**src/common/logo_defines.svh**
```systemverilog
// build-time defines for colour width, logo size, memory width and chip id strip position
`ifndef LOGO_DEFINES_SVH
`define LOGO_DEFINES_SVH

// video colour depth, bits per channel
`define LOGO_COLOR_W 4

// logo bitmap in screen pixels
`define LOGO_W 256
`define LOGO_H 128

// bitmap store is 2**11 bytes
// 8 bit rows of 256 pixels, each row drawn over 16 lines
`define LOGO_PROM_AW 11

// top left corner of the chip id strip, in active pixels and lines
`define HEX_H0 64
`define HEX_V0 192

// one hex digit per nibble of the 64-bit id
`define HEX_DIGITS 16

`endif

```
**src/common/logo_pkg.sv**
```systemverilog
// logo overlay types for coordinates, memory address and data, and the 8x8 hex font table
`include "logo_defines.svh"

package logo_pkg;

    typedef logic [8:0] coord_t;                        // screen x or y, up to 511
    typedef logic [`LOGO_PROM_AW-1:0] prom_addr_t;      // bitmap byte address
    typedef logic [7:0] prom_byte_t;                    // one byte of bitmap

    // glyphs 0..f, row 0 on top, bit 7 is the leftmost pixel
    // last row left blank as spacing to the next line of text
    localparam logic [7:0] hex_font [16][8] = '{
        '{8'h3c, 8'h66, 8'h6e, 8'h76, 8'h66, 8'h66, 8'h3c, 8'h00},   // 0
        '{8'h18, 8'h38, 8'h18, 8'h18, 8'h18, 8'h18, 8'h7e, 8'h00},   // 1
        '{8'h3c, 8'h66, 8'h06, 8'h0c, 8'h30, 8'h60, 8'h7e, 8'h00},   // 2
        '{8'h3c, 8'h66, 8'h06, 8'h1c, 8'h06, 8'h66, 8'h3c, 8'h00},   // 3
        '{8'h0c, 8'h1c, 8'h3c, 8'h6c, 8'h7e, 8'h0c, 8'h0c, 8'h00},   // 4
        '{8'h7e, 8'h60, 8'h7c, 8'h06, 8'h06, 8'h66, 8'h3c, 8'h00},   // 5
        '{8'h3c, 8'h66, 8'h60, 8'h7c, 8'h66, 8'h66, 8'h3c, 8'h00},   // 6
        '{8'h7e, 8'h66, 8'h0c, 8'h18, 8'h18, 8'h18, 8'h18, 8'h00},   // 7
        '{8'h3c, 8'h66, 8'h66, 8'h3c, 8'h66, 8'h66, 8'h3c, 8'h00},   // 8
        '{8'h3c, 8'h66, 8'h66, 8'h3e, 8'h06, 8'h66, 8'h3c, 8'h00},   // 9
        '{8'h18, 8'h3c, 8'h66, 8'h7e, 8'h66, 8'h66, 8'h66, 8'h00},   // a
        '{8'h7c, 8'h66, 8'h66, 8'h7c, 8'h66, 8'h66, 8'h7c, 8'h00},   // b
        '{8'h3c, 8'h66, 8'h60, 8'h60, 8'h60, 8'h66, 8'h3c, 8'h00},   // c
        '{8'h78, 8'h6c, 8'h66, 8'h66, 8'h66, 8'h6c, 8'h78, 8'h00},   // d
        '{8'h7e, 8'h60, 8'h60, 8'h78, 8'h60, 8'h60, 8'h7e, 8'h00},   // e
        '{8'h7e, 8'h60, 8'h60, 8'h78, 8'h60, 8'h60, 8'h60, 8'h00}    // f
    };

endpackage

```
**src/verilog/screen_measure.sv**
```systemverilog
// screen_measure, active pixel and line counters, picture size and logo centring offsets
`timescale 1ns/1ps
`include "logo_defines.svh"

module screen_measure (
    input  logic             clk,
    input  logic             rst_n,
    input  logic             pxl_cen,
    input  logic             lhbl,      // high in active part of a line
    input  logic             lvbl,      // high in active lines
    output logo_pkg::coord_t hcnt,      // active pixels seen so far in this line
    output logo_pkg::coord_t vcnt,      // active lines seen so far in this frame
    output logo_pkg::coord_t hover,     // left margin to centre the logo
    output logo_pkg::coord_t vover      // top margin to centre the logo
);

    logo_pkg::coord_t htot;     // active width, last line
    logo_pkg::coord_t vtot;     // active height, last frame
    logic             lhbl_l;   // blanking one pixel ago
    logic             lvbl_l;
    logic             hbl_fall; // end of active line
    logic             vbl_fall; // end of active frame

    assign hbl_fall = lhbl_l & ~lhbl;
    assign vbl_fall = lvbl_l & ~lvbl;

    // edge detect copies
    always_ff @(posedge clk or negedge rst_n) begin
        if (!rst_n) begin
            lhbl_l <= 1'b0;
            lvbl_l <= 1'b0;
        end else if (pxl_cen) begin
            lhbl_l <= lhbl;
            lvbl_l <= lvbl;
        end
    end

    // pixel and line counters
    always_ff @(posedge clk or negedge rst_n) begin
        if (!rst_n) begin
            hcnt <= '0;
            vcnt <= '0;
            htot <= '0;
        end else if (pxl_cen) begin
            hcnt <= lhbl ? hcnt + 9'd1 : 9'd0;     // held at 0 in hblank
            if (hbl_fall) begin
                htot <= hcnt;                       // full count of this line
            end
            if (!lvbl) begin
                vcnt <= '0;                         // cleared all through vblank
            end else if (hbl_fall) begin
                vcnt <= vcnt + 9'd1;
            end
        end
    end

    // size and offsets, once per frame
    // hover uses htot from the last line of the frame
    // vover uses vtot of the frame before, so valid from the second frame
    always_ff @(posedge clk or negedge rst_n) begin
        if (!rst_n) begin
            vtot  <= '0;
            hover <= '0;
            vover <= '0;
        end else if (pxl_cen && vbl_fall) begin
            vtot  <= vcnt;
            hover <= (htot < 9'(`LOGO_W)) ? 9'd0 : (htot - 9'(`LOGO_W)) >> 1;
            vover <= (vtot < 9'(`LOGO_H)) ? 9'd0 : (vtot - 9'(`LOGO_H)) >> 1;
        end
    end

endmodule
```
**config.mk**
```make
export PLATFORM = sky130hd
export DESIGN_NAME = screen_measure
export DESIGN_NICKNAME = d
export VERILOG_FILES = /design/src/common/logo_pkg.sv /design/src/verilog/screen_measure.sv
export VERILOG_INCLUDE_DIRS = /design/src /design/src/common
export SDC_FILE = /design/constraint.sdc
export NUM_CORES = 1
export LEC_CHECK = 0
export BUFFER_PORTS_ARGS = -buffer_cell sky130_fd_sc_hd__buf_4
export CORE_ASPECT_RATIO = 1.2
export CORE_UTILIZATION = 50
export DETAILED_ROUTE_END_ITERATION = 10
export GPL_TIMING_DRIVEN = 1
export PLACE_DENSITY = 0.75
export REMOVE_ABC_BUFFERS = 1
export SETUP_SLACK_MARGIN = 0.02
export SLEW_MARGIN = 30
export SYNTH_ARGS = -nofsm -noshare
export SYNTH_HDL_FRONTEND = slang
export SYNTH_SLANG_ARGS = --single-unit
```
**constraint.sdc**
```tcl
create_clock -name clk -period 2.15 [get_ports clk]
set_clock_uncertainty 0.05 [all_clocks]
set_input_delay 0.1075 -clock clk [delete_from_list [all_inputs] [get_ports clk]]
set_output_delay 0.1075 -clock clk [all_outputs]
set_load 0.05 [all_outputs]
```
==> results.cfg <==
[route]
wire_per_inst_um = 12.80
finalWirelength_mm = 3.955
drc = 0
via_per_inst = 5.220
ant_nets = 0
vias = 1613
first_pass_iters = 4
drt_iter0_markers = 48

[cells_and_area]
area_growth_pct = 19.34
num_antenna_cells = 0
drive_above_1_share = 0.2490
fin_cells = 309
nets = 259

[die]
core_area_um2 = 4294
rows = 26
boundaryPins = 41
start_util = 0.5227
die_area_um2 = 4762
die_h_um = 75.40
die_w_um = 63.17

[worst_setup_path]
path_class = reg2reg
critPathLaunchType = flip-flop
crit_path_max_fanout = 6
arrival_ns = 1.72
required_ns = 2.30
end_kind = flip-flop

[cts]
h-tree-depth = 2
numCtsBuffers = 5
postCtsSetupRepairBufs = 0
insertion_delay_ns = 0.30
cts_root_buffer = clkbuf_8
cts_buffer_depth = 2
cts_tree = built
clock_sinks = 51
clkSlewWorstSetupHoldPaths_ns = 0.09

[logic_synthesis]
seq_area_frac_synth = 0.5686
synth_warnings = 0
synth_area_um2 = 2245
avgSynthCellArea_um2 = 10.44
synth_cell_types = 33
ys_seq_elements = 51
syn_inst = 215

[sta]
max_freq_ghz = 0.6362
relSlewSlack = 0.5956
hold_violations = 0
post-route-period-util = 0.7311
setup_viol = 0
rsz0062_at_grt = false
setup_tns_ns = 0
fin_crit_ns = 1.572
slew_viol_final = 0
worst_slew_pin_slew_ns = 0.6066

[global_route]
grt_pass1_wl_mm = 6.589
grt_start_max_net_pins = 52
track_usage = 0.1842
antenna_found_initial = 0
grt_pass1_vias = 1471
gr-total-overflow = 0

[outcome]
status = finished clean

[place]
place_inst = 300
dp_hpwl_mm = 2.777
place_congestion = 0.7864
portBuffers = 37

[power_and_ir_drop]
ir_drop_uv = 659.4
p_per_area_nw_per_um2 = 719.9
p_leak_nw = 1.269

[flow_run]
cap_violations = 0

[hold_path]
hold_path_class = in2reg
through the flow:
step	utilization	cell area, um2	total power [mW]	setup WS, ns	hold WS, ns
floorplan	-	2186	1.200	0.3585	-0.2381
global placement	0.5953	2556	1.289	0.6867	0.1210
detailed placement	0.5953	2556	1.292	0.6599	0.1174
CTS	0.6238	2679	1.943	0.5639	0.02580
global route	0.6238	2679	2.007	0.4915	0.03949
finish	0.6238	2679	1.929	0.5781	0.03242
state kept, by name, summed over array words and instances (netlist names):
| register | flops |
|---|---|
| hcnt | 9 |
| vcnt | 9 |
| htot | 8 |
| vover | 8 |
| vtot | 8 |
| hover | 7 |
| lhbl_l | 1 |
| lvbl_l | 1 |
placed cells by master, fill, tap and decap left out, drive strengths merged, types with 2 or more instances in the layout:
cell	Yosys	layout
clkinv	0	2
dfrtp	51	51
o211ai	2	2
a21oi	4	4
conb	1	3
buf	8	40
o21ai	30	30
or3	4	4
nand2b	9	9
nand2	41	41
clkbuf	5	5
nand3b	2	2
mux2i	2	2
ha	2	2
a21boi	4	4
o31ai	4	4
inv	8	8
or4	6	6
mux2	11	11
nand4	3	3
nand3	9	9
Yosys cell counts:
cell       count  area (um2)
mux2_2        11       123.9
or3_1          4       25.02
ha_1           2       25.02
nand4b_4       1       23.77
buf_4          4       30.03
a21oi_1        4       20.02
nand2_1       41       153.9
clkbuf_1       5       18.77
nor2b_1        1       6.260
conb_1         1       3.750
xnor2_1        1       8.760
or4_1          6       45.04
o41ai_1        1       8.760
o311ai_0       1       8.760
buf_2          2       10.01
o31ai_1        4       30.03
mux2i_1        2       20.02
nand2b_4       1       13.76
nand4_1        2       12.51
nand4_2        1       12.51
buf_1          2       7.510
o2bb2ai_1      1       8.760
o211ai_1       2       15.01
nand3b_1       2       15.01
dfrtp_1       51        1276
nor4_1         1       6.260
a21boi_0       4       30.03
nand2b_1       8       50.05
o21ai_0       30       150.1
or2_2          1       6.260
inv_1          8       30.03
nand3_1        9       45.04
nor2_1         1       3.750
where the power goes:
group          internal [mW]  switching, mW
clock                  0.347          0.312
combinational         0.0722          0.156
sequential             0.999         0.0423
final cells by class:
cell class	count	area, um2
well taps	56	70.07
inverters	8	30.03
fillers	375	1615
flip-flops and latches	51	1276
repair buffers	41	310.3
clock inverters	3	43.79
clock buffers	5	68.82
multi-input cells	145	879.6
cells by family (layout without fill, tap and decap cells):
family	count (synthesis)	in the layout	share of synthesized area
AND/OR/NAND/NOR	79	79	0.1867
buffers and inverters	21	57	0.04292
flip-flops	51	51	0.5686
adder cells (fa/ha/maj)	2	2	0.01115
XOR/XNOR	1	1	0.003903
other	1	3	0.001671
multiplexers	13	13	0.06410
AO/OA/AOI/OAI	47	47	0.1210
final timing paths:
| check | from | endpoint | slack [ns] | cells past startpoint |
|---|---|---|---|---|
| worst max-delay path | hcnt[2]$_DFFE_PN0P_ | hcnt[7]$_DFFE_PN0P_ | 0.58 | 3 |
| worst min-delay path | lvbl | lvbl_l$_DFFE_PN0P_ | 0.03 | 2 |
| worst max register to register | hcnt[2]$_DFFE_PN0P_ | hcnt[7]$_DFFE_PN0P_ | 0.58 | 3 |
| worst min register to register | hover[1]$_DFFE_PN0P_ | hover[1]$_DFFE_PN0P_ | 0.43 | 2 |
| max in group asynchronous | rst_n | vcnt[7]$_DFFE_PN0P_ | 1.35 | 2 |
| min in group asynchronous | rst_n | hcnt[4]$_DFFE_PN0P_ | 0.29 | 2 |
layer usage:
| metal | track usage | part of all wire | up-vias |
|---|---|---|---|
| met5 | 0 | 0 | - |
| met4 | 0.08786 | 0.020 | 0 |
| met3 | 0.04790 | 0.046 | 7 |
| met2 | 0.3035 | 0.48 | 41 |
| met1 | 0.2298 | 0.46 | 749 |
| li1 | - | - | 816 |
critical path, stage by stage (launching register included):
cell and delay, ns:
dfrtp_1 0.44, nand3_1 0.20, or4_1 0.53, a21boi_0 0.25
repair_timing:
action,CTS,global route
endpoints found under the hold margin,51,0
hold buffers,1,0
gates resized for setup,0,0
setup endpoints to repair,0,0
Note: power is estimated with default switching activity, not from simulation.
