File: src/common/logo_defines.svh
// build-time defines for colour width, logo size, memory width and chip id strip position
`ifndef LOGO_DEFINES_SVH
`define LOGO_DEFINES_SVH

// video colour depth, bits per channel
`define LOGO_COLOR_W 4

// logo bitmap in screen pixels
`define LOGO_W 256
`define LOGO_H 128

// bitmap store is 2**11 bytes
// 8 bit rows of 256 pixels, each row drawn over 16 lines
`define LOGO_PROM_AW 11

// top left corner of the chip id strip, in active pixels and lines
`define HEX_H0 64
`define HEX_V0 192

// one hex digit per nibble of the 64-bit id
`define HEX_DIGITS 16

`endif

File: src/common/logo_pkg.sv
// logo overlay types for coordinates, memory address and data, and the 8x8 hex font table
`include "logo_defines.svh"

package logo_pkg;

    typedef logic [8:0] coord_t;                        // screen x or y, up to 511
    typedef logic [`LOGO_PROM_AW-1:0] prom_addr_t;      // bitmap byte address
    typedef logic [7:0] prom_byte_t;                    // one byte of bitmap

    // glyphs 0..f, row 0 on top, bit 7 is the leftmost pixel
    // last row left blank as spacing to the next line of text
    localparam logic [7:0] hex_font [16][8] = '{
        '{8'h3c, 8'h66, 8'h6e, 8'h76, 8'h66, 8'h66, 8'h3c, 8'h00},   // 0
        '{8'h18, 8'h38, 8'h18, 8'h18, 8'h18, 8'h18, 8'h7e, 8'h00},   // 1
        '{8'h3c, 8'h66, 8'h06, 8'h0c, 8'h30, 8'h60, 8'h7e, 8'h00},   // 2
        '{8'h3c, 8'h66, 8'h06, 8'h1c, 8'h06, 8'h66, 8'h3c, 8'h00},   // 3
        '{8'h0c, 8'h1c, 8'h3c, 8'h6c, 8'h7e, 8'h0c, 8'h0c, 8'h00},   // 4
        '{8'h7e, 8'h60, 8'h7c, 8'h06, 8'h06, 8'h66, 8'h3c, 8'h00},   // 5
        '{8'h3c, 8'h66, 8'h60, 8'h7c, 8'h66, 8'h66, 8'h3c, 8'h00},   // 6
        '{8'h7e, 8'h66, 8'h0c, 8'h18, 8'h18, 8'h18, 8'h18, 8'h00},   // 7
        '{8'h3c, 8'h66, 8'h66, 8'h3c, 8'h66, 8'h66, 8'h3c, 8'h00},   // 8
        '{8'h3c, 8'h66, 8'h66, 8'h3e, 8'h06, 8'h66, 8'h3c, 8'h00},   // 9
        '{8'h18, 8'h3c, 8'h66, 8'h7e, 8'h66, 8'h66, 8'h66, 8'h00},   // a
        '{8'h7c, 8'h66, 8'h66, 8'h7c, 8'h66, 8'h66, 8'h7c, 8'h00},   // b
        '{8'h3c, 8'h66, 8'h60, 8'h60, 8'h60, 8'h66, 8'h3c, 8'h00},   // c
        '{8'h78, 8'h6c, 8'h66, 8'h66, 8'h66, 8'h6c, 8'h78, 8'h00},   // d
        '{8'h7e, 8'h60, 8'h60, 8'h78, 8'h60, 8'h60, 8'h7e, 8'h00},   // e
        '{8'h7e, 8'h60, 8'h60, 8'h78, 8'h60, 8'h60, 8'h60, 8'h00}    // f
    };

endpackage

File: src/logo/logo_mixer.sv
// logo_mixer, logo position and zone test, memory address, and overlay or pass-through output
`timescale 1ns/1ps
`include "logo_defines.svh"

module logo_mixer (
    input  logic                           clk,
    input  logic                           rst_n,
    input  logic                           pxl_cen,
    input  logic                           show_en,   // 0 passes core video
    input  logo_pkg::coord_t               hcnt,
    input  logo_pkg::coord_t               vcnt,
    input  logo_pkg::coord_t               hover,
    input  logo_pkg::coord_t               vover,
    input  logo_pkg::prom_byte_t           rom,       // bitmap byte for addr
    input  logic                           idpxl,     // chip id pixel
    input  logic [3*`LOGO_COLOR_W-1:0]     rgb_in,
    input  logic                           hs,
    input  logic                           vs,
    input  logic                           lhbl,
    input  logic                           lvbl,
    output logo_pkg::prom_addr_t           addr,
    output logic [3*`LOGO_COLOR_W-1:0]     rgb_out,
    output logic                           hs_out,
    output logic                           vs_out,
    output logic                           lhbl_out,
    output logic                           lvbl_out
);

    logic [9:0]                hdiff;   // signed position in logo, bit 9 is sign
    logic [9:0]                vdiff;
    logic                      inzone;
    logic                      ovl_pxl; // logo bit or chip id bit
    logic [`LOGO_COLOR_W-1:0]  r_in;
    logic [`LOGO_COLOR_W-1:0]  g_in;
    logic [`LOGO_COLOR_W-1:0]  b_in;
    logic [`LOGO_COLOR_W-1:0]  r_out;
    logic [`LOGO_COLOR_W-1:0]  g_out;
    logic [`LOGO_COLOR_W-1:0]  b_out;

    // one overlay decision for every channel
    function automatic logic [`LOGO_COLOR_W-1:0] filter(
        input logic [`LOGO_COLOR_W-1:0] v,
        input logic                     en,
        input logic                     bit_on
    );
        filter = en ? {`LOGO_COLOR_W{bit_on}} : v;
    endfunction

    assign {r_in, g_in, b_in} = rgb_in;
    assign rgb_out = {r_out, g_out, b_out};

    always_comb begin
        hdiff  = {1'b0, hcnt} - {1'b0, hover};
        vdiff  = {1'b0, vcnt} - {1'b0, vover};
        inzone = !hdiff[9] && (hdiff < 10'(`LOGO_W)) &&
                 !vdiff[9] && (vdiff < 10'(`LOGO_H));
    end

    // 8 bit rows of 256 columns, a byte holds one column of 8 bit rows
    assign addr    = {vdiff[6:4], hdiff[7:0]};
    assign ovl_pxl = inzone ? rom[vdiff[3:1]] : idpxl;     // each bit row on two lines

    // output stage, one pixel of delay for syncs and colour alike
    always_ff @(posedge clk or negedge rst_n) begin
        if (!rst_n) begin
            hs_out   <= 1'b0;
            vs_out   <= 1'b0;
            lhbl_out <= 1'b0;
            lvbl_out <= 1'b0;
            r_out    <= '0;
            g_out    <= '0;
            b_out    <= '0;
        end else if (pxl_cen) begin
            hs_out   <= hs;
            vs_out   <= vs;
            lhbl_out <= lhbl;
            lvbl_out <= lvbl;
            r_out    <= filter(r_in, show_en, ovl_pxl);
            g_out    <= filter(g_in, show_en, ovl_pxl);
            b_out    <= filter(b_in, show_en, ovl_pxl);
        end
    end

endmodule

File: config.mk
export PLATFORM = sky130hd
export DESIGN_NAME = logo_mixer
export DESIGN_NICKNAME = d
export VERILOG_FILES = /design/src/common/logo_pkg.sv /design/src/logo/logo_mixer.sv
export VERILOG_INCLUDE_DIRS = /design/src /design/src/common
export SDC_FILE = /design/constraint.sdc
export NUM_CORES = 1
export LEC_CHECK = 0
export BUFFER_PORTS_ARGS = -buffer_cell sky130_fd_sc_hd__buf_2
export CAP_MARGIN = 20
export CORE_MARGIN = 2
export CORE_UTILIZATION = 50
export DETAILED_ROUTE_END_ITERATION = 10
export PLACE_DENSITY = 0.93
export SYNTH_ARGS = -nofsm -noshare
export SYNTH_HDL_FRONTEND = slang
export SYNTH_SLANG_ARGS = --single-unit
File: constraint.sdc
create_clock -name clk -period 3.4 [get_ports clk]
set_clock_uncertainty 0.1 [all_clocks]
set_input_delay 0.68 -clock clk [delete_from_list [all_inputs] [get_ports clk]]
set_output_delay 0.68 -clock clk [all_outputs]
set_load 0.02 [all_outputs]
==> results.txt, run 1 <==
The flow ran to the end, and the final reports show no timing, DRC or antenna violations. The summed instance area of the synthesized netlist is 1810 um2. The starting density of the core came out at 53.0%. The remaining number of nets flagged by the antenna check after routing is 0. The nature of the critical path startpoint is an input port. The biggest area contributor in the post-synthesis netlist is sky130_fd_sc_hd__dfrtp_1. Power spread over the standard cell area amounts to 334 nW/um2.

Along the worst path, the maximum fanout reaches 2. The filler cell count in the final layout is 283. The floorplan step set the die height to 64.2 um. The final max-slew violation count came out at 0. The leakage power total is 1.18 nW. The antenna cell count came out at 0. After synthesis, the largest family of logic cells by area is compound AO/OA/AOI/OAI gates. The share of the clock period used by the worst path is 88.6%.

Derived from the worst setup path, the maximum achievable clock frequency is 0.332 GHz. The xor-xnor portion of the synthesized cell area came out at 5.33%. In this run the number of H-tree levels came out at 1.

The met2 wirelength from detailed routing is 2290 um. Per report_power, the sequential group accounts for 29.3% of the total. After clock tree synthesis, the flow added hold-fix buffers numbering 0. The signal on the critical path passes through buf_2 -> inv_1 -> ha_1 -> fa_1 -> nand2b_1 -> a21oi_1 -> nor2_1 -> xnor2_1 -> buf_2.

The terminus of the critical flop-to-flop path is r_out[0]. The largest net degree at the start of global routing is 31. The maximum number of buffers from clock root to sink came out at 2. The minimum clock period came out at 3.01 ns. Synthesis produced a netlist with a net count of 307.

The routed wire length is 4370 um. TritonCTS built the clock tree. The critical path is of the in2out type. The core region is 3420 um2. The number of cells produced by synthesis is 223.

The first-pass detailed-route iteration total came out at 4. Cells with a size suffix above 1 make up 35.2% of the layout. In the detailed route, the total length drawn on met3 is 236 um. The number of placement rows is 21. The average wire per cell in the routed design came out at 12.3 um. The area fraction in compound gates after synthesis came out at 21.2%.

The half-perimeter wire length after placement is 3490 um. After Yosys synthesis, and, or, nand and nor cells account for 17.4% of the synthesized area. CTS placed an instance of sky130_fd_sc_hd__clkbuf_4 at the clock tree root.

Ranked by total cell area, the synthesized netlist is headed by sky130_fd_sc_hd__dfrtp_1, sky130_fd_sc_hd__ha_1, sky130_fd_sc_hd__a21oi_1, sky130_fd_sc_hd__nor2_1, sky130_fd_sc_hd__mux2i_1. The DRC violation count after routing is 0. The number of global-route vias before repair is 1725. Signal routing reaches up to met4.

The max-cap violation count came out at 0. The worst supply voltage drop on vdd came out at 165 uV. The portion of the post-synthesis area used by sequential elements is 22.1%.

The clock sink count came out at 16. Setup repair after global routing left no endpoint under its margin. For the final routed database, the setup TNS stands at 0 ns. The design draws 0.772 mW.

The buffer and inverter count on the worst path is 3. The worst flop-to-flop path startpoint is r_out[0]. STA classifies the critical path endpoint as an output port. The switching power total came out at 0.315 mW. The slew at the pin with the worst max-slew slack came out at 0.484 ns. The net switching fraction of the power came out at 40.8%. The mean area per synthesized cell is 8.11 um2. The adder-cell share of the synthesized area came out at 14.0%. The first routing iteration left 114 violations.

The reg2reg setup slack is 2.35 ns. The total of endpoints with negative setup slack in the final report came out at 0. The data arrival time at the worst-slack endpoint is 2.23 ns.

In this design, the stage delay of the slowest critical-path cell is 0.40 ns. The cell depth of the worst flop-to-flop path came out at 4. The floorplan step defined a die boundary enclosing 4120 um2. The count of cell types in the netlist came out at 40.

The largest individual stage delay along the critical path comes from the cell sky130_fd_sc_hd__fa_1. The length of routed wiring on met1 is 1810 um. The weighted congestion at the end of routability-driven global placement came out at 0.758. By instance count, the cell type seen most on the critical path is sky130_fd_sc_hd__buf_2. The post-cts repair resize count came out at 0. The global-route congestion overflow total came out at 0. For this run, the total global-route usage over all layers was measured as 21.3%. The clock power share is 16.8%.

The worst hold path belongs to the class in2async. The area growth from synthesis to layout is 27.6%. The die boundary width is 64.2 um. The first global-routing pass estimated 7150 um of wire. The via count came out at 1876.

The combinational power share came out at 53.9%. The count of endpoints failing hold in the final timing report is 0. The buffer count from post-CTS setup fixing is 0.

Clock-pin slew was measured on the worst setup and hold paths at 0.10 ns. Buffers inserted during clock tree synthesis total 3. In the routed layout, each cell is associated on average with a via count of 5.27. The top cell type by area accounts for 22.1% of the synthesized area. The number of antenna violations at the first check in global routing came out at 0. STA puts the critical path data required time at 2.62 ns.

The worst hold margin came out at 0.191 ns. The core utilization of the finished layout is 67.6%. The clock network latency to the later pin of the worst-skew pair came out at 0.28 ns.

The quantity of I/O buffers inserted on ports came out at 91. The top-level I/O count is 92. The cell count along the critical path is 9. The synthesized flop and latch total came out at 16. The mux contribution to synthesized area is 12.2%. Grouping stages by cell kind, the critical path spends the most delay in adder cells. The worst slew slack as a fraction of its limit is 67.7%. Internal power comes to 0.457 mW. The final layout net count is 395. The number of warnings reported in the yosys synthesis log came out at 0.
-- power by group through the flow --
stage	Combinational, mW	Clock [mW]	Sequential [mW]
2_1_floorplan	0.258	0	0.262
3_3_place_gp	0.402	0	0.229
3_5_place_dp	0.413	0	0.230
4_1_cts	0.416	0.129	0.227
5_1_grt	0.456	0.140	0.229
6_report	0.416	0.130	0.226
-- cell usage in the layout, fill, tap and decap left out, types with 2 or more instances in the layout --
master                     count
sky130_fd_sc_hd__buf_2        91
sky130_fd_sc_hd__a211oi_1      2
sky130_fd_sc_hd__dfrtp_1      16
sky130_fd_sc_hd__a31o_2        2
sky130_fd_sc_hd__a21oi_1      36
sky130_fd_sc_hd__nand3_1       2
sky130_fd_sc_hd__nor2b_1       2
sky130_fd_sc_hd__o21ai_0       5
sky130_fd_sc_hd__nor2_1       35
sky130_fd_sc_hd__a211o_1       2
sky130_fd_sc_hd__nor3_1        2
sky130_fd_sc_hd__fa_1          2
sky130_fd_sc_hd__clkbuf_4      3
sky130_fd_sc_hd__o21a_1        3
sky130_fd_sc_hd__nand2_1       4
sky130_fd_sc_hd__nand2b_1     15
sky130_fd_sc_hd__mux2i_1      12
sky130_fd_sc_hd__a21o_1        3
sky130_fd_sc_hd__ha_1         17
sky130_fd_sc_hd__mux4_2        2
sky130_fd_sc_hd__xor2_1        2
sky130_fd_sc_hd__mux2_2        5
sky130_fd_sc_hd__inv_1        22
sky130_fd_sc_hd__xnor2_1       9
-- worst max-delay path by stage --
| stage | from | end | slack [ns] |
|---|---|---|---|
| finish | hcnt[0] | addr[6] | 0.39 |
| global route | hcnt[0] | addr[6] | 0.23 |
| CTS | vcnt[0] | addr[8] | 0.39 |
| detailed placement | vcnt[0] | addr[8] | 0.40 |
| global placement | hcnt[0] | addr[6] | 0.44 |
| floorplan | hcnt[0] | addr[6] | 0.54 |
-- metal layers --
| layer | vias up | GRT usage (%) |
|---|---|---|
| met2 | 79 | 40.9 |
| met5 | - | 0 |
| met4 | 0 | 6.12 |
| met1 | 849 | 25.1 |
| li1 | 944 | - |
| met3 | 4 | 1.41 |
-- synth_stat cells (all sizes together) --
cell type	instances
dfrtp	16
xor2	2
mux2	5
nor3b	1
a21o	4
a21oi	36
a31o	2
nand2	4
inv	22
o31ai	1
and4	1
mux4	2
a211o	2
o31a	1
xnor2	9
nand3	2
o211ai	1
and3	1
o21a	3
a32oi	1
a211oi	2
buf	4
o21ai	5
mux2i	12
and2	1
clkbuf	5
a2111oi	1
or2b	1
fa	2
o41a	1
ha	17
nor2	36
nor3	2
a311oi	1
nand2b	15
nor2b	2
-- cell type report --
cell class | count | area (um2) | area share [%]
tap | 46 | 57.6 | 2.49
inverter | 22 | 82.6 | 3.58
timing repair buffer | 92 | 463 | 20.1
multi-input combinational | 176 | 1270 | 55.0
clock buffer | 4 | 36.3 | 1.57
sequential | 16 | 400 | 17.3
-- flip-flops by register name, summed over array words and instances (netlist names) --
register  cells
g_out         4
hs_out        1
vs_out        1
r_out         4
lvbl_out      1
lhbl_out      1
b_out         4
-- cells by family (layout without fill, tap and decap cells) --
kind of cell	count (synthesis)	count (layout)
compound gates	61	61
xor+xnor	11	11
fa+ha+maj	19	19
buf+inv	31	118
flops	16	16
mux	19	19
simple gates	66	66
-- stage by stage --
step	worst slack [ns]	area (um2)	instances
finish	0.386	2310	356
global route	0.231	2310	356
CTS	0.392	2310	356
detailed placement	0.401	2270	352
global placement	0.443	2270	352
floorplan	0.541	1810	223
No activity file was read; power rests on OpenSTA's default activity.
==> run 2, diff against run 1 <==
--- a/config.mk
+++ b/config.mk
@@ -10,6 +10,7 @@
 export CAP_MARGIN = 20
 export CORE_MARGIN = 2
 export CORE_UTILIZATION = 50
+export CTS_BUF_LIST = sky130_fd_sc_hd__clkbuf_16
 export DETAILED_ROUTE_END_ITERATION = 10
 export PLACE_DENSITY = 0.93
 export SYNTH_ARGS = -nofsm -noshare
==> run 2 against run 1 <==
Effect of this change: cell area increased by 1.8%; largest cell class unchanged; core utilization rose by 1.2 points; global-route usage increased by 0.92 points; die area unchanged; count of clock-buffer cells in the layout down 1; flip-flop and latch count stayed put; via count up 1.9%; power rose by 13%; largest power group unchanged; register-to-register slack about the same; highest routed layer unchanged.
==> results.txt, run 2 (synthesis results as in run 1) <==
Walking the worst path, the cells encountered are buf_2 -> inv_1 -> ha_1 -> fa_1 -> nand2b_1 -> a21oi_1 -> nor2_1 -> xnor2_1 -> buf_2. Clock-pin slew was measured on the worst setup and hold paths at 0.05 ns. The clock network latency to the later pin of the worst-skew pair is 0.25 ns. The wire length of the first global-routing pass came out at 7360 um. For the pin with the worst max-slew slack, the measured transition is 0.496 ns. The average wire per cell in the routed design is 12.5 um. Among all stages on the critical path, the largest delay is contributed by sky130_fd_sc_hd__fa_1. The top cell types in the final layout, fill and taps aside, are sky130_fd_sc_hd__buf_2, sky130_fd_sc_hd__a21oi_1, sky130_fd_sc_hd__nor2_1. The maximum achievable frequency is 0.332 GHz. The growth of design area from synthesis to finish came out at 29.9%. The power per unit of standard cell area is 372 nW/um2. The count of placed standard cells including taps came out at 352.

The critical path in this run is classified as in2out. The cell sitting at the root of the clock tree is a sky130_fd_sc_hd__clkbuf_16. The number of global-route vias before repair is 1741. The detailed router placed 1911 vias in this run. Setup repair after global routing left no endpoint under its margin. The quantity of I/O buffers inserted on ports came out at 91. After clock tree synthesis, the repair step resized 0 gates. The die boundary width came out at 64.2 um. The count of cells in the finished layout, fillers not included, comes to 356. Dividing the final minimum period by the clock period gives 88.7%. The data arrival time at the worst-slack endpoint came out at 2.24 ns. The maximum number of buffers from clock root to sink came out at 2. For this run, the post-layout net count is 395. The total negative setup slack is 0 ns. The pre-CTS setup slack came out at 0.401 ns. Entering global routing, the biggest net connects 31 pins. The number of antenna violations at the first check in global routing came out at 0. The half-perimeter wire length after placement came out at 3490 um. The clock sink count is 16. The core area is 3420 um2.

Max-cap violations in this run came to 0. Across the whole layout, storage elements account for 400 um2. The worst slew slack as a fraction of its limit is 66.9%. The first-pass detailed-route iteration total came out at 4. The hold-fix buffer count after cts came out at 0.

The largest registers in the layout are b_out (4), g_out (4), r_out (4). The run finished with clean final reports. STA classifies the critical path startpoint as an input port. The global-route congestion overflow total came out at 0. The congestion estimate from routability-driven global placement came to 0.758. The worst setup slack after layout came out at 0.385 ns. The starting density of the core is 53.0%. The filler cell count in the final layout is 272. The buffer count from post-CTS setup fixing came out at 0. Of all nets on the critical path, the largest fanout is 2. The leakage power total is 1.20 nW. Setup violations remaining at the end of the flow were counted as 0. The biggest cell delay along the critical path is 0.40 ns. The number of placement rows is 21. The number of levels in the clock H-tree came out at 1.

The global routing usage summed across all routing layers came out at 22.2%. The worst supply voltage drop on vdd came out at 176 uV. TritonCTS built the clock tree. The area enclosed by the die boundary came out at 4120 um2. The die boundary height came out at 64.2 um.

The number of buffers inserted during clock tree synthesis is 3. The critical path's top delay family is adder cells. The buffer and inverter count on the worst path came out at 3. The DRC violation count after routing is 0.

The minimum clock period came out at 3.02 ns. The fraction of layout cells with a size suffix above 1 came out at 34.8%. 92 I/O pins were placed. The count of endpoints failing hold in the final timing report is 0. The routed wire length came out at 4430 um.

The path class of the tightest hold or removal check is in2async. The worst setup path is captured at an output port. The final max-slew violation count came out at 0. The library cell appearing most often on the critical path is sky130_fd_sc_hd__buf_2. The area of the multi-input gates is 1270 um2.

0 antenna diodes ended up in the layout. The library cell used most frequently in the layout, excluding fill and tap cells, is sky130_fd_sc_hd__buf_2. Dividing the detail-routed via count by the number of cells gives 5.37. The number of violations reported at the end of detailed-routing iteration 0 is 133. The remaining number of nets flagged by the antenna check after routing is 0. At the worst endpoint, the required time is 2.62 ns.
run 2: cell type report:
class,count,area share [%]
Multi-Input combinational cell,176,54.0
Timing Repair Buffer,92,19.7
Sequential cell,16,17.0
Inverter,22,3.51
Clock buffer,3,3.19
Tap cell,46,2.45
Clock inverter,1,0.160
run 2: metal layers:
metal  share of wire (%)  vias to the layer above  wire (um)  GRT usage [%]
met4                 1.4                        0         61           7.18
met1                  42                      872       1850           26.6
met5                   0                        -          0              0
met2                  51                       87       2260           41.8
met3                 5.8                        7        258           1.41
li1                    -                      945          -              -
run 2: final timing paths:
check                      slack (ns)  cells past startpoint      from       end
setup reg to reg                 2.35                      4  r_out[0]  r_out[0]
hold reg to reg                  0.40                      1    hs_out    hs_out
hold / removal                   0.24                      1     rst_n  lhbl_out
setup / recovery                 0.38                      9   hcnt[0]   addr[6]
max in group asynchronous        2.69                      1     rst_n  g_out[2]
min in group clk                 0.40                      1    hs_out    hs_out
run 2: stage by stage:
stage | instance area, um2 | utilization, % | hold WS [ns] | total power [mW]
2_1_floorplan | 1810 | - | 0.284 | 0.520
3_3_place_gp | 2270 | 66.5 | 0.384 | 0.630
3_5_place_dp | 2270 | 66.5 | 0.390 | 0.644
4_1_cts | 2350 | 68.8 | 0.251 | 0.880
5_1_grt | 2350 | 68.8 | 0.263 | 0.932
6_report | 2350 | 68.8 | 0.244 | 0.874
run 2: power by group:
| part | switching, mW | internal, mW | total [mW] |
|---|---|---|---|
| Combinational | 0.239 | 0.177 | 0.416 |
| Sequential | 0.0123 | 0.216 | 0.228 |
| Clock | 0.0735 | 0.156 | 0.230 |
| Total | 0.325 | 0.549 | 0.874 |
