File: config.mk
export PLATFORM = sky130hd
export DESIGN_NAME = hex_display
export DESIGN_NICKNAME = d
export VERILOG_FILES = /design/src/common/logo_pkg.sv /design/src/hexdisplay/hex_display.sv
export VERILOG_INCLUDE_DIRS = /design/src /design/src/common
export SDC_FILE = /design/constraint.sdc
export NUM_CORES = 1
export LEC_CHECK = 0
export BUFFER_PORTS_ARGS = -buffer_cell sky130_fd_sc_hd__buf_2
export CAP_MARGIN = 20
export CORE_MARGIN = 3
export CORE_UTILIZATION = 40
export DETAILED_ROUTE_END_ITERATION = 7
export PLACE_DENSITY = 0.71
export SLEW_MARGIN = 5
export SYNTH_ARGS = -nofsm -noshare
export SYNTH_HDL_FRONTEND = slang
export SYNTH_SLANG_ARGS = --single-unit
File: constraint.sdc
create_clock -name vclk -period 4.3
set_input_delay 0.215 -clock vclk [all_inputs]
set_output_delay 0.215 -clock vclk [all_outputs]
set_load 0.1 [all_outputs]
File: src/common/logo_defines.svh
// build-time defines for colour width, logo size, memory width and chip id strip position
`ifndef LOGO_DEFINES_SVH
`define LOGO_DEFINES_SVH

// video colour depth, bits per channel
`define LOGO_COLOR_W 4

// logo bitmap in screen pixels
`define LOGO_W 256
`define LOGO_H 128

// bitmap store is 2**11 bytes
// 8 bit rows of 256 pixels, each row drawn over 16 lines
`define LOGO_PROM_AW 11

// top left corner of the chip id strip, in active pixels and lines
`define HEX_H0 64
`define HEX_V0 192

// one hex digit per nibble of the 64-bit id
`define HEX_DIGITS 16

`endif

File: src/common/logo_pkg.sv
// logo overlay types for coordinates, memory address and data, and the 8x8 hex font table
`include "logo_defines.svh"

package logo_pkg;

    typedef logic [8:0] coord_t;                        // screen x or y, up to 511
    typedef logic [`LOGO_PROM_AW-1:0] prom_addr_t;      // bitmap byte address
    typedef logic [7:0] prom_byte_t;                    // one byte of bitmap

    // glyphs 0..f, row 0 on top, bit 7 is the leftmost pixel
    // last row left blank as spacing to the next line of text
    localparam logic [7:0] hex_font [16][8] = '{
        '{8'h3c, 8'h66, 8'h6e, 8'h76, 8'h66, 8'h66, 8'h3c, 8'h00},   // 0
        '{8'h18, 8'h38, 8'h18, 8'h18, 8'h18, 8'h18, 8'h7e, 8'h00},   // 1
        '{8'h3c, 8'h66, 8'h06, 8'h0c, 8'h30, 8'h60, 8'h7e, 8'h00},   // 2
        '{8'h3c, 8'h66, 8'h06, 8'h1c, 8'h06, 8'h66, 8'h3c, 8'h00},   // 3
        '{8'h0c, 8'h1c, 8'h3c, 8'h6c, 8'h7e, 8'h0c, 8'h0c, 8'h00},   // 4
        '{8'h7e, 8'h60, 8'h7c, 8'h06, 8'h06, 8'h66, 8'h3c, 8'h00},   // 5
        '{8'h3c, 8'h66, 8'h60, 8'h7c, 8'h66, 8'h66, 8'h3c, 8'h00},   // 6
        '{8'h7e, 8'h66, 8'h0c, 8'h18, 8'h18, 8'h18, 8'h18, 8'h00},   // 7
        '{8'h3c, 8'h66, 8'h66, 8'h3c, 8'h66, 8'h66, 8'h3c, 8'h00},   // 8
        '{8'h3c, 8'h66, 8'h66, 8'h3e, 8'h06, 8'h66, 8'h3c, 8'h00},   // 9
        '{8'h18, 8'h3c, 8'h66, 8'h7e, 8'h66, 8'h66, 8'h66, 8'h00},   // a
        '{8'h7c, 8'h66, 8'h66, 8'h7c, 8'h66, 8'h66, 8'h7c, 8'h00},   // b
        '{8'h3c, 8'h66, 8'h60, 8'h60, 8'h60, 8'h66, 8'h3c, 8'h00},   // c
        '{8'h78, 8'h6c, 8'h66, 8'h66, 8'h66, 8'h6c, 8'h78, 8'h00},   // d
        '{8'h7e, 8'h60, 8'h60, 8'h78, 8'h60, 8'h60, 8'h7e, 8'h00},   // e
        '{8'h7e, 8'h60, 8'h60, 8'h78, 8'h60, 8'h60, 8'h60, 8'h00}    // f
    };

endpackage

File: src/hexdisplay/hex_display.sv
// hex_display, renders the 64-bit chip id as a strip of hex glyphs at a fixed position
`timescale 1ns/1ps
`include "logo_defines.svh"

module hex_display (
    input  logo_pkg::coord_t hcnt,
    input  logo_pkg::coord_t vcnt,
    input  logic [63:0]      chipid,    // digit 0 is the top nibble
    output logic             pxl        // 1 where a glyph pixel is lit
);

    localparam int unsigned CELL    = 8;                    // glyph cell, 8x8
    localparam int unsigned STRIP_W = `HEX_DIGITS * CELL;   // 128 pixels wide

    logo_pkg::coord_t hoff;         // position inside the strip
    logo_pkg::coord_t voff;
    logic             in_strip;
    logic [3:0]       digit;        // which of the 16 cells
    logic [63:0]      id_shift;     // selected nibble moved to the top
    logic [3:0]       nibble;
    logic [2:0]       row;          // glyph row
    logic [2:0]       col;          // glyph column, 0 on the left
    logic [7:0]       glyph_row;

    always_comb begin
        hoff = hcnt - 9'(`HEX_H0);
        voff = vcnt - 9'(`HEX_V0);

        // strip window, one glyph row high
        in_strip = (hcnt >= 9'(`HEX_H0)) && (hcnt < 9'(`HEX_H0 + STRIP_W)) &&
                   (vcnt >= 9'(`HEX_V0)) && (vcnt < 9'(`HEX_V0 + CELL));

        digit = hoff[6:3];          // 8 pixels per digit
        col   = hoff[2:0];
        row   = voff[2:0];

        // most significant nibble drawn first
        id_shift = chipid << {digit, 2'b00};
        nibble   = id_shift[63:60];

        glyph_row = logo_pkg::hex_font[nibble][row];
        pxl       = in_strip & glyph_row[3'd7 - col];   // bit 7 is leftmost
    end

endmodule

==> metrics.md, run 1 <==
| Metric | Value |
|---|---|
| Seq_cells | `0` |
| Synth cell count leaders | `18 x nand2_1, 17 x nor2_1, 15 x mux2i_1` |
| Initial antenna violation count | `0` |
| Worst EP arrival | `roughly 3.6 ns` |
| Largest net degree at the start of global routing | `24` |
| Simple-gate portion of the synthesized area | `0.256` |
| Status | `complete, no violations` |
| Wire per inst | `16.2 um` |
| Postcts setup bufs | `0` |
| Synthesized cell area | `0.00171 mm2` |
| First-pass GRT wire length | `roughly 9000 um` |
| Die Wd | `71.4 um` |
| Synth top area share | `0.158` |
| Gpl congestion | `0.943` |
| Min Tclk post-route | `3.77 ns` |
| Xor/xnor cell area share of the yosys netlist | `0.0102` |
| Tcrit/Tclk final | `0.877` |
| Yosys warns | `0` |
| Worst-Margin Slew | `0.827 ns` |
| Input/output buffers | `83` |
| Cells after synthesis | `222` |
| Row count | `23` |
| Pleak | `0.889 nW` |
| Final hold violations | `0` |
| CP endpoint kind | `output pin` |
| Total core area | `0.00406 mm2` |
| Ranking of synthesized cells by area | `mux4_2 16%, mux2i_1 8.8%, ha_1 5.8%` |
| Setup TNS | `0 ns` |
| ANT nets after route | `0` |
| Full die area | `around 0.0051 mm2` |
| WP data required | `a little over 4 ns` |
| CP Max Fanout | `13` |
| Post-layout util | `0.511` |
| Synth unique cells | `57` |
| Fmax | `0.265 GHz` |
| Antenna Cells | `0` |
| Initial Utilization | `0.422` |
| Layout cells sized above 1 | `0.380` |
| Final HPWL DP | `4350 um` |
| Post-synth top area cell | `mux4_2` |
| Initial DRC Count | `299` |
| DR vias | `2127` |
| Cts repair resizes | `0` |
| Critical Path Start Type | `input port` |
| Mux contribution to synthesized area | `0.254` |
| Die height | `71.4 um` |
| Register Area | `0 um2` |
| Avg Cell Area, Syn | `7.72 um2` |
| Initial DRT Pass Iterations | `5` |
| Peak supply drop | `0.0653 mV` |
| Vias per std cell | `6.37` |
| Post-Route WL | `5420 um` |
| Vias in the first global route | `2031` |
| Grt total ovfl | `0` |
| All-layer global routing usage | `0.212` |
| # hold bufs at CTS | `0` |
| IO Count | `83` |
| Sequential element share of the synthesized area | `0` |
| Crit Path Class | `in2out` |
| Max capacitance violation total | `0` |
| Drt drc | `0` |
| Largest family of logic cells by synthesized area | `compound AO/OA/AOI/OAI gates` |
| Adder-cell share of the synthesized area | `0.0584` |
| Syn_nets | `approximately 310` |
| Most numerous cell in the Yosys netlist | `nand2_1` |
| Final number of setup-violating endpoints | `0` |
| Nets | `376` |
| Post-synthesis compound-gate area fraction | `0.318` |
| Final number of max-transition violations | `0` |
| # clk buffers | `0` |
| Power Density | `146 mW/mm2` |
| Worst slew margin | `0.448` |
| HP Class | `in2out` |
| RSZ-0062 raised after global routing | `false` |
| Area delta synth->final | `21.1%` |
-- final cells by class --
cell class / count / area (um2)
multi-input combinational: 191 / 1540
timing repair buffer: 85 / 445
tap: 50 / 62.6
inverter: 8 / 30.0
fill: 390 / 1980
-- logic make-up (layout without fill, tap and decap cells) --
group | after synthesis | in the layout
AO/OA/AOI/OAI | 74 | 74
XOR/XNOR | 2 | 2
adder cells (fa/ha/maj) | 8 | 8
buffers and inverters | 31 | 93
multiplexers | 28 | 28
AND/OR/NAND/NOR | 79 | 79
-- path summary, 6_finish.rpt --
kind / start / end / slack, ns / cells after the start
worst min-delay path: hcnt[1] / pxl / 1.04 / 5
worst max-delay path: hcnt[3] / pxl / 0.53 / 13
-- critical path, cell delays in order --
cell       delay (ns)
buf_2            0.29
mux4_2           0.55
a22oi_1          0.22
nand3_1          0.12
inv_1            0.19
ha_1             0.33
nor3_2           0.12
o21ai_0          0.20
o21ai_2          0.07
a221o_1          0.37
a2111oi_2        0.43
o32a_1           0.25
buf_12           0.18
-- per-layer routing --
metal  GRT usage  share of wire
met1       0.285           0.40
met4      0.0355          0.017
met3      0.0238           0.10
met2       0.370           0.48
met5           0              0
-- where the power goes --
group	switching, mW	leakage (nW)	internal [mW]	total [mW]
sequential	0	0	0	0
clock	0	0	0	0
combinational	0.172	0.889	0.130	0.302
-- metrics by stage --
step	cells	hold slack, ns	setup WS (ns)	total power [mW]	instance area (um2)
after global routing	334	1.06	0.286	0.332	2070
after global placement	334	1.02	0.637	0.295	2070
after detailed placement	334	1.04	0.565	0.297	2070
after floorplan	222	1.03	0.338	0.224	1710
final	334	1.04	0.531	0.302	2070
after CTS	334	1.04	0.561	0.297	2070
-- layout by cell type, fill, tap and decap left out, types with 5 or more instances in the layout --
| cell type | count |
|---|---|
| buf_2 | 82 |
| nand2_1 | 18 |
| nor2_1 | 17 |
| mux2i_1 | 15 |
| nand3_1 | 13 |
| mux4_2 | 12 |
| a21oi_1 | 12 |
| a22oi_1 | 8 |
| ha_1 | 8 |
| inv_1 | 7 |
| o21ai_0 | 7 |
| o211ai_1 | 6 |
| nor2b_1 | 5 |
| o21ai_1 | 5 |
| a211oi_1 | 5 |
No activity file was read; power rests on OpenSTA's default activity.
==> run 2, diff against run 1 <==
--- a/config.mk
+++ b/config.mk
@@ -6,12 +6,13 @@
 export SDC_FILE = /design/constraint.sdc
 export NUM_CORES = 1
 export LEC_CHECK = 0
+export ABC_AREA = 1
 export BUFFER_PORTS_ARGS = -buffer_cell sky130_fd_sc_hd__buf_2
 export CAP_MARGIN = 20
 export CORE_MARGIN = 3
 export CORE_UTILIZATION = 40
 export DETAILED_ROUTE_END_ITERATION = 7
-export PLACE_DENSITY = 0.71
+export PLACE_DENSITY = 0.7
 export SLEW_MARGIN = 5
 export SYNTH_ARGS = -nofsm -noshare
 export SYNTH_HDL_FRONTEND = slang
==> metrics.md, run 2 <==
| Metric | Value |
|---|---|
| Status | `complete, no violations` |
| Critical path's slowest cell | `inv_1` |
| IO Count | `83 (unchanged)` |
| Fmax | `0.287 GHz (+8.3%)` |
| Bufs and invs on worst path | `5 (+2)` |
| Grt total ovfl | `0 (unchanged)` |
| Initial DRT Pass Iterations | `6 (+1)` |
| First-pass GRT wire length | `9720 um (+6.1%)` |
| Critical path's most frequent cell | `nand2_1` |
| Full die area | `0.00545 mm2 (+6.7%)` |
| WP data required | `4.09 ns (about the same)` |
| Avg Cell Area, Syn | `4.85 um2 (-37%)` |
| RSZ-0062 raised after global routing | `false` |
| Syn_nets | `469 (+50%)` |
| Fill count | `471 (+21%)` |
| ANT nets after route | `0 (unchanged)` |
| Pre-CTS setup slack | `0.856 ns (+0.292 ns)` |
| Initial antenna violation count | `0 (unchanged)` |
| Final number of max-transition violations | `0 (unchanged)` |
| Min Tclk post-route | `3.48 ns (-0.290 ns)` |
| Seq_cells | `0 (unchanged)` |
| Nets | `536 (+43%)` |
| Die height | `73.8 um (+3.3%)` |
| Post-Route WL | `5760 um (+6.2%)` |
| Cells after synthesis | `379 (+71%)` |
| Final HPWL DP | `4630 um (+6.4%)` |
| Synthesized cell area | `0.00184 mm2 (+7.4%)` |
| All-layer global routing usage | `0.214 (+0.00178)` |
| Vias in the first global route | `2265 (+12%)` |
| DR vias | `2639 (+24%)` |
| Commonest non-fill, non-tap cell in the layout | `nand2_1` |
| Layout cells sized above 1 | `0.225 (-0.155)` |
| Largest net degree at the start of global routing | `32 (+33%)` |
| Critical Path Start Type | `input port` |
| Setup TNS | `0 ns (unchanged)` |
| Antenna Cells | `0 (unchanged)` |
| Total core area | `0.00438 mm2 (+8.0%)` |
| Final worst slack | `0.820 ns (+0.290 ns)` |
| Peak supply drop | `0.0812 mV (+24%)` |
| Crit Path Class | `in2out` |
| Register Area | `0 um2 (unchanged)` |
| Worst path top cell family by delay | `buffers and inverters` |
| Yosys warns | `0 (unchanged)` |
| Ranking of synthesized cells by area | `nand2_1 31%, nand3_1 21%, inv_1 7.8%` |
| Row count | `24 (+4.3%)` |
| # hold bufs at CTS | `0 (unchanged)` |
| Drt drc | `0 (unchanged)` |
| Commonest cells after routing, fill and taps aside | `151 x nand2_1, 83 x buf_2, 78 x nand3_1` |
| Cell Chain, Critical Path | `buf_2 -> inv_1 -> o211ai_1 -> nand3_1 -> nand3_1 -> nand2_2 -> inv_1 -> ha_1 -> inv_1 -> nand3_1 -> nand2_1 -> nand2_1 -> nand2_1 -> nand2_1 -> nand3_1 -> nand2_1 -> nor2_1 -> nor2_1 -> nand2_1 -> nand2_1 -> nor2_1 -> buf_2` |
| Gpl congestion | `1.04 (+10%)` |
| Max stage delay on crit path | `0.44 ns (-0.11 ns)` |
| Worst-Margin Slew | `0.628 ns (-0.200 ns)` |
| Initial Utilization | `0.420 (-0.00262)` |
| Postcts setup bufs | `0 (unchanged)` |
| Synth unique cells | `29 (-49%)` |
| Power Density | `135 mW/mm2 (-7.1%)` |
| Synth cell count leaders | `151 x nand2_1, 78 x nand3_1, 38 x inv_1` |
| Cts repair resizes | `0 (unchanged)` |
| Final hold violations | `0 (unchanged)` |
| Area delta synth->final | `18.2%` |
| Wire per inst | `11.6 um (-29%)` |
| Most numerous cell in the Yosys netlist | `nand2_1` |
| Worst slew margin | `0.581 (+0.133)` |
| # clk buffers | `0 (unchanged)` |
| Vias per std cell | `5.32 (-16%)` |
| Sequential element share of the synthesized area | `0 (unchanged)` |
| CP endpoint kind | `output pin` |
| Tcrit/Tclk final | `0.809 (-0.0674)` |
| Pleak | `1.30 nW (+46%)` |
| Post-synth top area cell | `nand2_1` |
| CP Max Fanout | `21 (+8)` |
| Worst EP arrival | `3.26 ns (-0.29 ns)` |
| Die Wd | `73.8 um (+3.3%)` |
| Input/output buffers | `83 (unchanged)` |
| Final number of setup-violating endpoints | `0 (unchanged)` |
| HP Class | `in2out` |
| Initial DRC Count | `437 (+46%)` |
| Max capacitance violation total | `0 (unchanged)` |
| Synth top area share | `0.308 (+0.150)` |
## run 2: cell count changes after synthesis, moves of 8 or more
cell and change:
a22oi_1 -8, clkbuf_1 -9, inv_1 +31, mux2i_1 -15, mux4_2 -12, nand2_1 +133
nand3_1 +65, nor2_1 +11
## run 2: power breakdown
group	total [mW]	switching [mW]	internal [mW]
Sequential	0	0	0
Combinational	0.294	0.188	0.106
Clock	0	0	0
## run 2: final timing paths
kind | start | cells past startpoint | slack [ns] | to
setup / recovery | hcnt[4] | 22 | 0.82 | pxl
hold / removal | vcnt[3] | 5 | 0.90 | pxl
## run 2: metrics by stage
step / hold slack (ns) / instances / power [mW] / instance area [um2] / utilization
floorplan: 0.849 / 379 / 0.218 / 1840 / -
global placement: 0.906 / 496 / 0.289 / 2170 / 0.496
detailed placement: 0.906 / 496 / 0.286 / 2170 / 0.496
CTS: 0.908 / 496 / 0.287 / 2170 / 0.496
global route: 0.952 / 496 / 0.332 / 2170 / 0.496
finish: 0.905 / 496 / 0.294 / 2170 / 0.496
## run 2: cell type report
type                            instances  area (um2)  area share
Timing Repair Buffer                   85         430       0.198
Inverter                               42         163      0.0748
Multi-Input combinational cell        317        1520       0.697
Tap cell                               52        65.1      0.0299
## run 2: cells by family after synthesis
kind of cell	count (synthesis)	share of synthesized area
AO/OA/AOI/OAI	25	0.0714
XOR/XNOR	1	0.00476
adder cells (fa/ha/maj)	8	0.0544
buffers and inverters	62	0.176
AND/OR/NAND/NOR	283	0.693
## run 2: metal layers
| metal | GRT usage | share of wire | vias up |
|---|---|---|---|
| met4 | 0.0785 | 0.031 | 0 |
| li1 | - | - | 1349 |
| met1 | 0.308 | 0.42 | 1105 |
| met2 | 0.331 | 0.46 | 160 |
| met3 | 0.0123 | 0.093 | 25 |
| met5 | 0 | 0 | - |
==> run 3, diff against run 2 <==
--- a/config.mk
+++ b/config.mk
@@ -12,7 +12,7 @@
 export CORE_MARGIN = 3
 export CORE_UTILIZATION = 40
 export DETAILED_ROUTE_END_ITERATION = 7
-export PLACE_DENSITY = 0.7
+export PLACE_DENSITY = 0.72
 export SLEW_MARGIN = 5
 export SYNTH_ARGS = -nofsm -noshare
 export SYNTH_HDL_FRONTEND = slang
==> constraint.sdc (replaced) <==
create_clock -name vclk -period 3
set_input_delay 0.15 -clock vclk [all_inputs]
set_output_delay 0.15 -clock vclk [all_outputs]
set_load 0.1 [all_outputs]
==> metrics.md, run 3 (synthesis results as in run 2) <==
| Metric | Value |
|---|---|
| Status | `complete, no violations` |
| Commonest cells after routing, fill and taps aside | `151 x nand2_1, 81 x buf_2, 77 x nand3_1` |
| Antenna Cells | `0 (unchanged)` |
| Peak supply drop | `0.105 mV (+30%)` |
| Cell Chain, Critical Path | `buf_4 -> clkinv_8 -> o21ai_0 -> nand3_1 -> nand3_1 -> nand2_2 -> buf_4 -> ha_2 -> inv_1 -> nand2_1 -> nand3_1 -> nand3_1 -> nand3_1 -> nand2_1 -> nand2_1 -> nand2_1 -> nand2_1 -> nand2_1 -> nand2_1 -> nand2_1 -> nor2_4 -> buf_12` |
| CP endpoint kind | `output pin` |
| Fill count | `470 (-0.21%)` |
| Vias in the first global route | `2315 (+2.2%)` |
| Fmax | `0.367 GHz` |
| Seq_cells | `0 (unchanged)` |
| Fin area | `0.00231 mm2 (+6.3%)` |
| Die height | `73.8 um (unchanged)` |
| Critical path's slowest cell | `ha_2` |
| Input/output buffers | `83 (unchanged)` |
| Worst slew margin | `0.660 (+0.0788)` |
| Final number of setup-violating endpoints | `0 (unchanged)` |
| Row count | `24 (unchanged)` |
| Placed cell areas | `0.00226 mm2 (+4.1%)` |
| Die Wd | `73.8 um (unchanged)` |
| Grt total ovfl | `0 (unchanged)` |
| Layout cells sized above 1 | `0.259 (+0.0335)` |
| Vias per std cell | `5.34 (+0.34%)` |
| Tcrit/Tclk final | `0.909` |
| Full die area | `0.00545 mm2 (unchanged)` |
| Initial antenna violation count | `0 (unchanged)` |
| Post-Route WL | `5940 um (+3.2%)` |
| Crit Path Class | `in2out` |
| IO Count | `83 (unchanged)` |
| Hold Path Stages | `5 (unchanged)` |
| CP Max Fanout | `31 (+48%)` |
| Dpl cells | `505 (+1.8%)` |
| Critical path's most frequent cell | `nand2_1` |
| Setup TNS | `0 ns (unchanged)` |
| Final number of max-transition violations | `0 (unchanged)` |
| Nets | `548 (+2.2%)` |
| CP startpoint | `hcnt[3]` |
| Area delta synth->final | `25.6%` |
| Pre-CTS setup slack | `0.169 ns (-0.687 ns)` |
| Post-layout util | `0.527 (+0.0311)` |
| Drt drc | `0 (unchanged)` |
| Hold Startpoint | `vcnt[5]` |
| Max stage delay on crit path | `0.24 ns (-0.20 ns)` |
| Worst-Margin Slew | `0.508 ns (-0.119 ns)` |
| Power Density | `192 mW/mm2 (+42%)` |
| Final HPWL DP | `4780 um (+3.3%)` |
| # hold bufs at CTS | `0 (unchanged)` |
| Hold EP | `pxl` |
| First-pass GRT wire length | `9730 um (about the same)` |
| Final worst slack | `0.272 ns (-0.548 ns)` |
| Pleak | `1.35 nW (+4.2%)` |
| ANT nets after route | `0 (unchanged)` |
| Initial Utilization | `0.420 (unchanged)` |
| Total core area | `0.00438 mm2 (unchanged)` |
| Register Area | `0 um2 (unchanged)` |
| Max capacitance violation total | `0 (unchanged)` |
| Final hold violations | `0 (unchanged)` |
| All-layer global routing usage | `0.213 (-0.00112)` |
| Critical Path Start Type | `input port` |
| WP data required | `2.85 ns (-1.24 ns)` |
| RSZ-0062 raised after global routing | `false` |
| Gpl congestion | `0.950 (-8.4%)` |
| Multi-input gate area | `0.00153 mm2 (+1.2%)` |
| Final Non-Filler Cells | `508 (+2.4%)` |
| Wire per inst | `11.7 um (+0.77%)` |
| Largest net degree at the start of global routing | `32 (unchanged)` |
| Min Tclk post-route | `2.73 ns` |
| Initial DRC Count | `413 (-5.5%)` |
| DR vias | `2712 (+2.8%)` |
| HP Class | `in2out` |
| Worst EP arrival | `2.58 ns (-0.68 ns)` |
| # clk buffers | `0 (unchanged)` |
| Initial DRT Pass Iterations | `6 (unchanged)` |
| Commonest non-fill, non-tap cell in the layout | `nand2_1` |
run 3: changes by cell type in the layout (fill, tap and decap cells not counted), moves of 2 or more:
| cell | previous run | this run |
|---|---|---|
| nor2_1 | 28 | 26 |
| buf_2 | 83 | 81 |
| inv_1 | 38 | 36 |
| clkinvlp_4 | 0 | 2 |
| buf_4 | 2 | 14 |
run 3: per-layer routing:
metal / part of all wire / track usage / up-vias
met5: 0 / 0 / -
met1: 0.41 / 0.287 / 1172
li1: - / - / 1375
met2: 0.48 / 0.376 / 148
met3: 0.090 / 0.0137 / 17
met4: 0.012 / 0.0282 / 0
run 3: metrics by stage:
stage | hold slack, ns | total power [mW]
after floorplan | 0.547 | 0.313
after global placement | 0.708 | 0.426
after detailed placement | 0.714 | 0.425
after CTS | 0.713 | 0.427
after global routing | 0.727 | 0.500
final | 0.706 | 0.444
run 3: final cells by class:
cell class	count	share of cell area
inverters	42	0.0753
multi-input cells	317	0.664
well taps	52	0.0282
repair buffers	96	0.230
repair inverters	1	0.00325
run 3: how the worst max path moves through the flow:
stage / endpoint / slack, ns / cells past startpoint
6_report: pxl / 0.27 / 22
5_1_grt: pxl / 0.008 / 25
4_1_cts: pxl / 0.16 / 23
3_5_place_dp: pxl / 0.17 / 23
3_3_place_gp: pxl / 0.19 / 22
2_1_floorplan: pxl / 0.14 / 22
run 3: critical path: cells and delay by family:
kind / cells / cell delay (ns)
AOI/OAI and AO/OA: 1 / 0.18
and+or+nand+nor: 15 / 1.21
buffers and inverters: 5 / 0.78
adders and majority gates: 1 / 0.24
run 3: timing repair:
| item | 4_1_cts | 5_1_grt |
|---|---|---|
| endpoints found under the setup margin | 0 | 1 |
| resized for setup | 0 | 11 |
| buffers inserted | 0 | 2 |
run 3: power by group:
part | total [mW] | leakage [nW] | internal [mW] | switching [mW]
clock | 0 | 0 | 0 | 0
combinational | 0.444 | 1.35 | 0.169 | 0.275
sequential | 0 | 0 | 0 | 0
total | 0.444 | 1.35 | 0.169 | 0.275
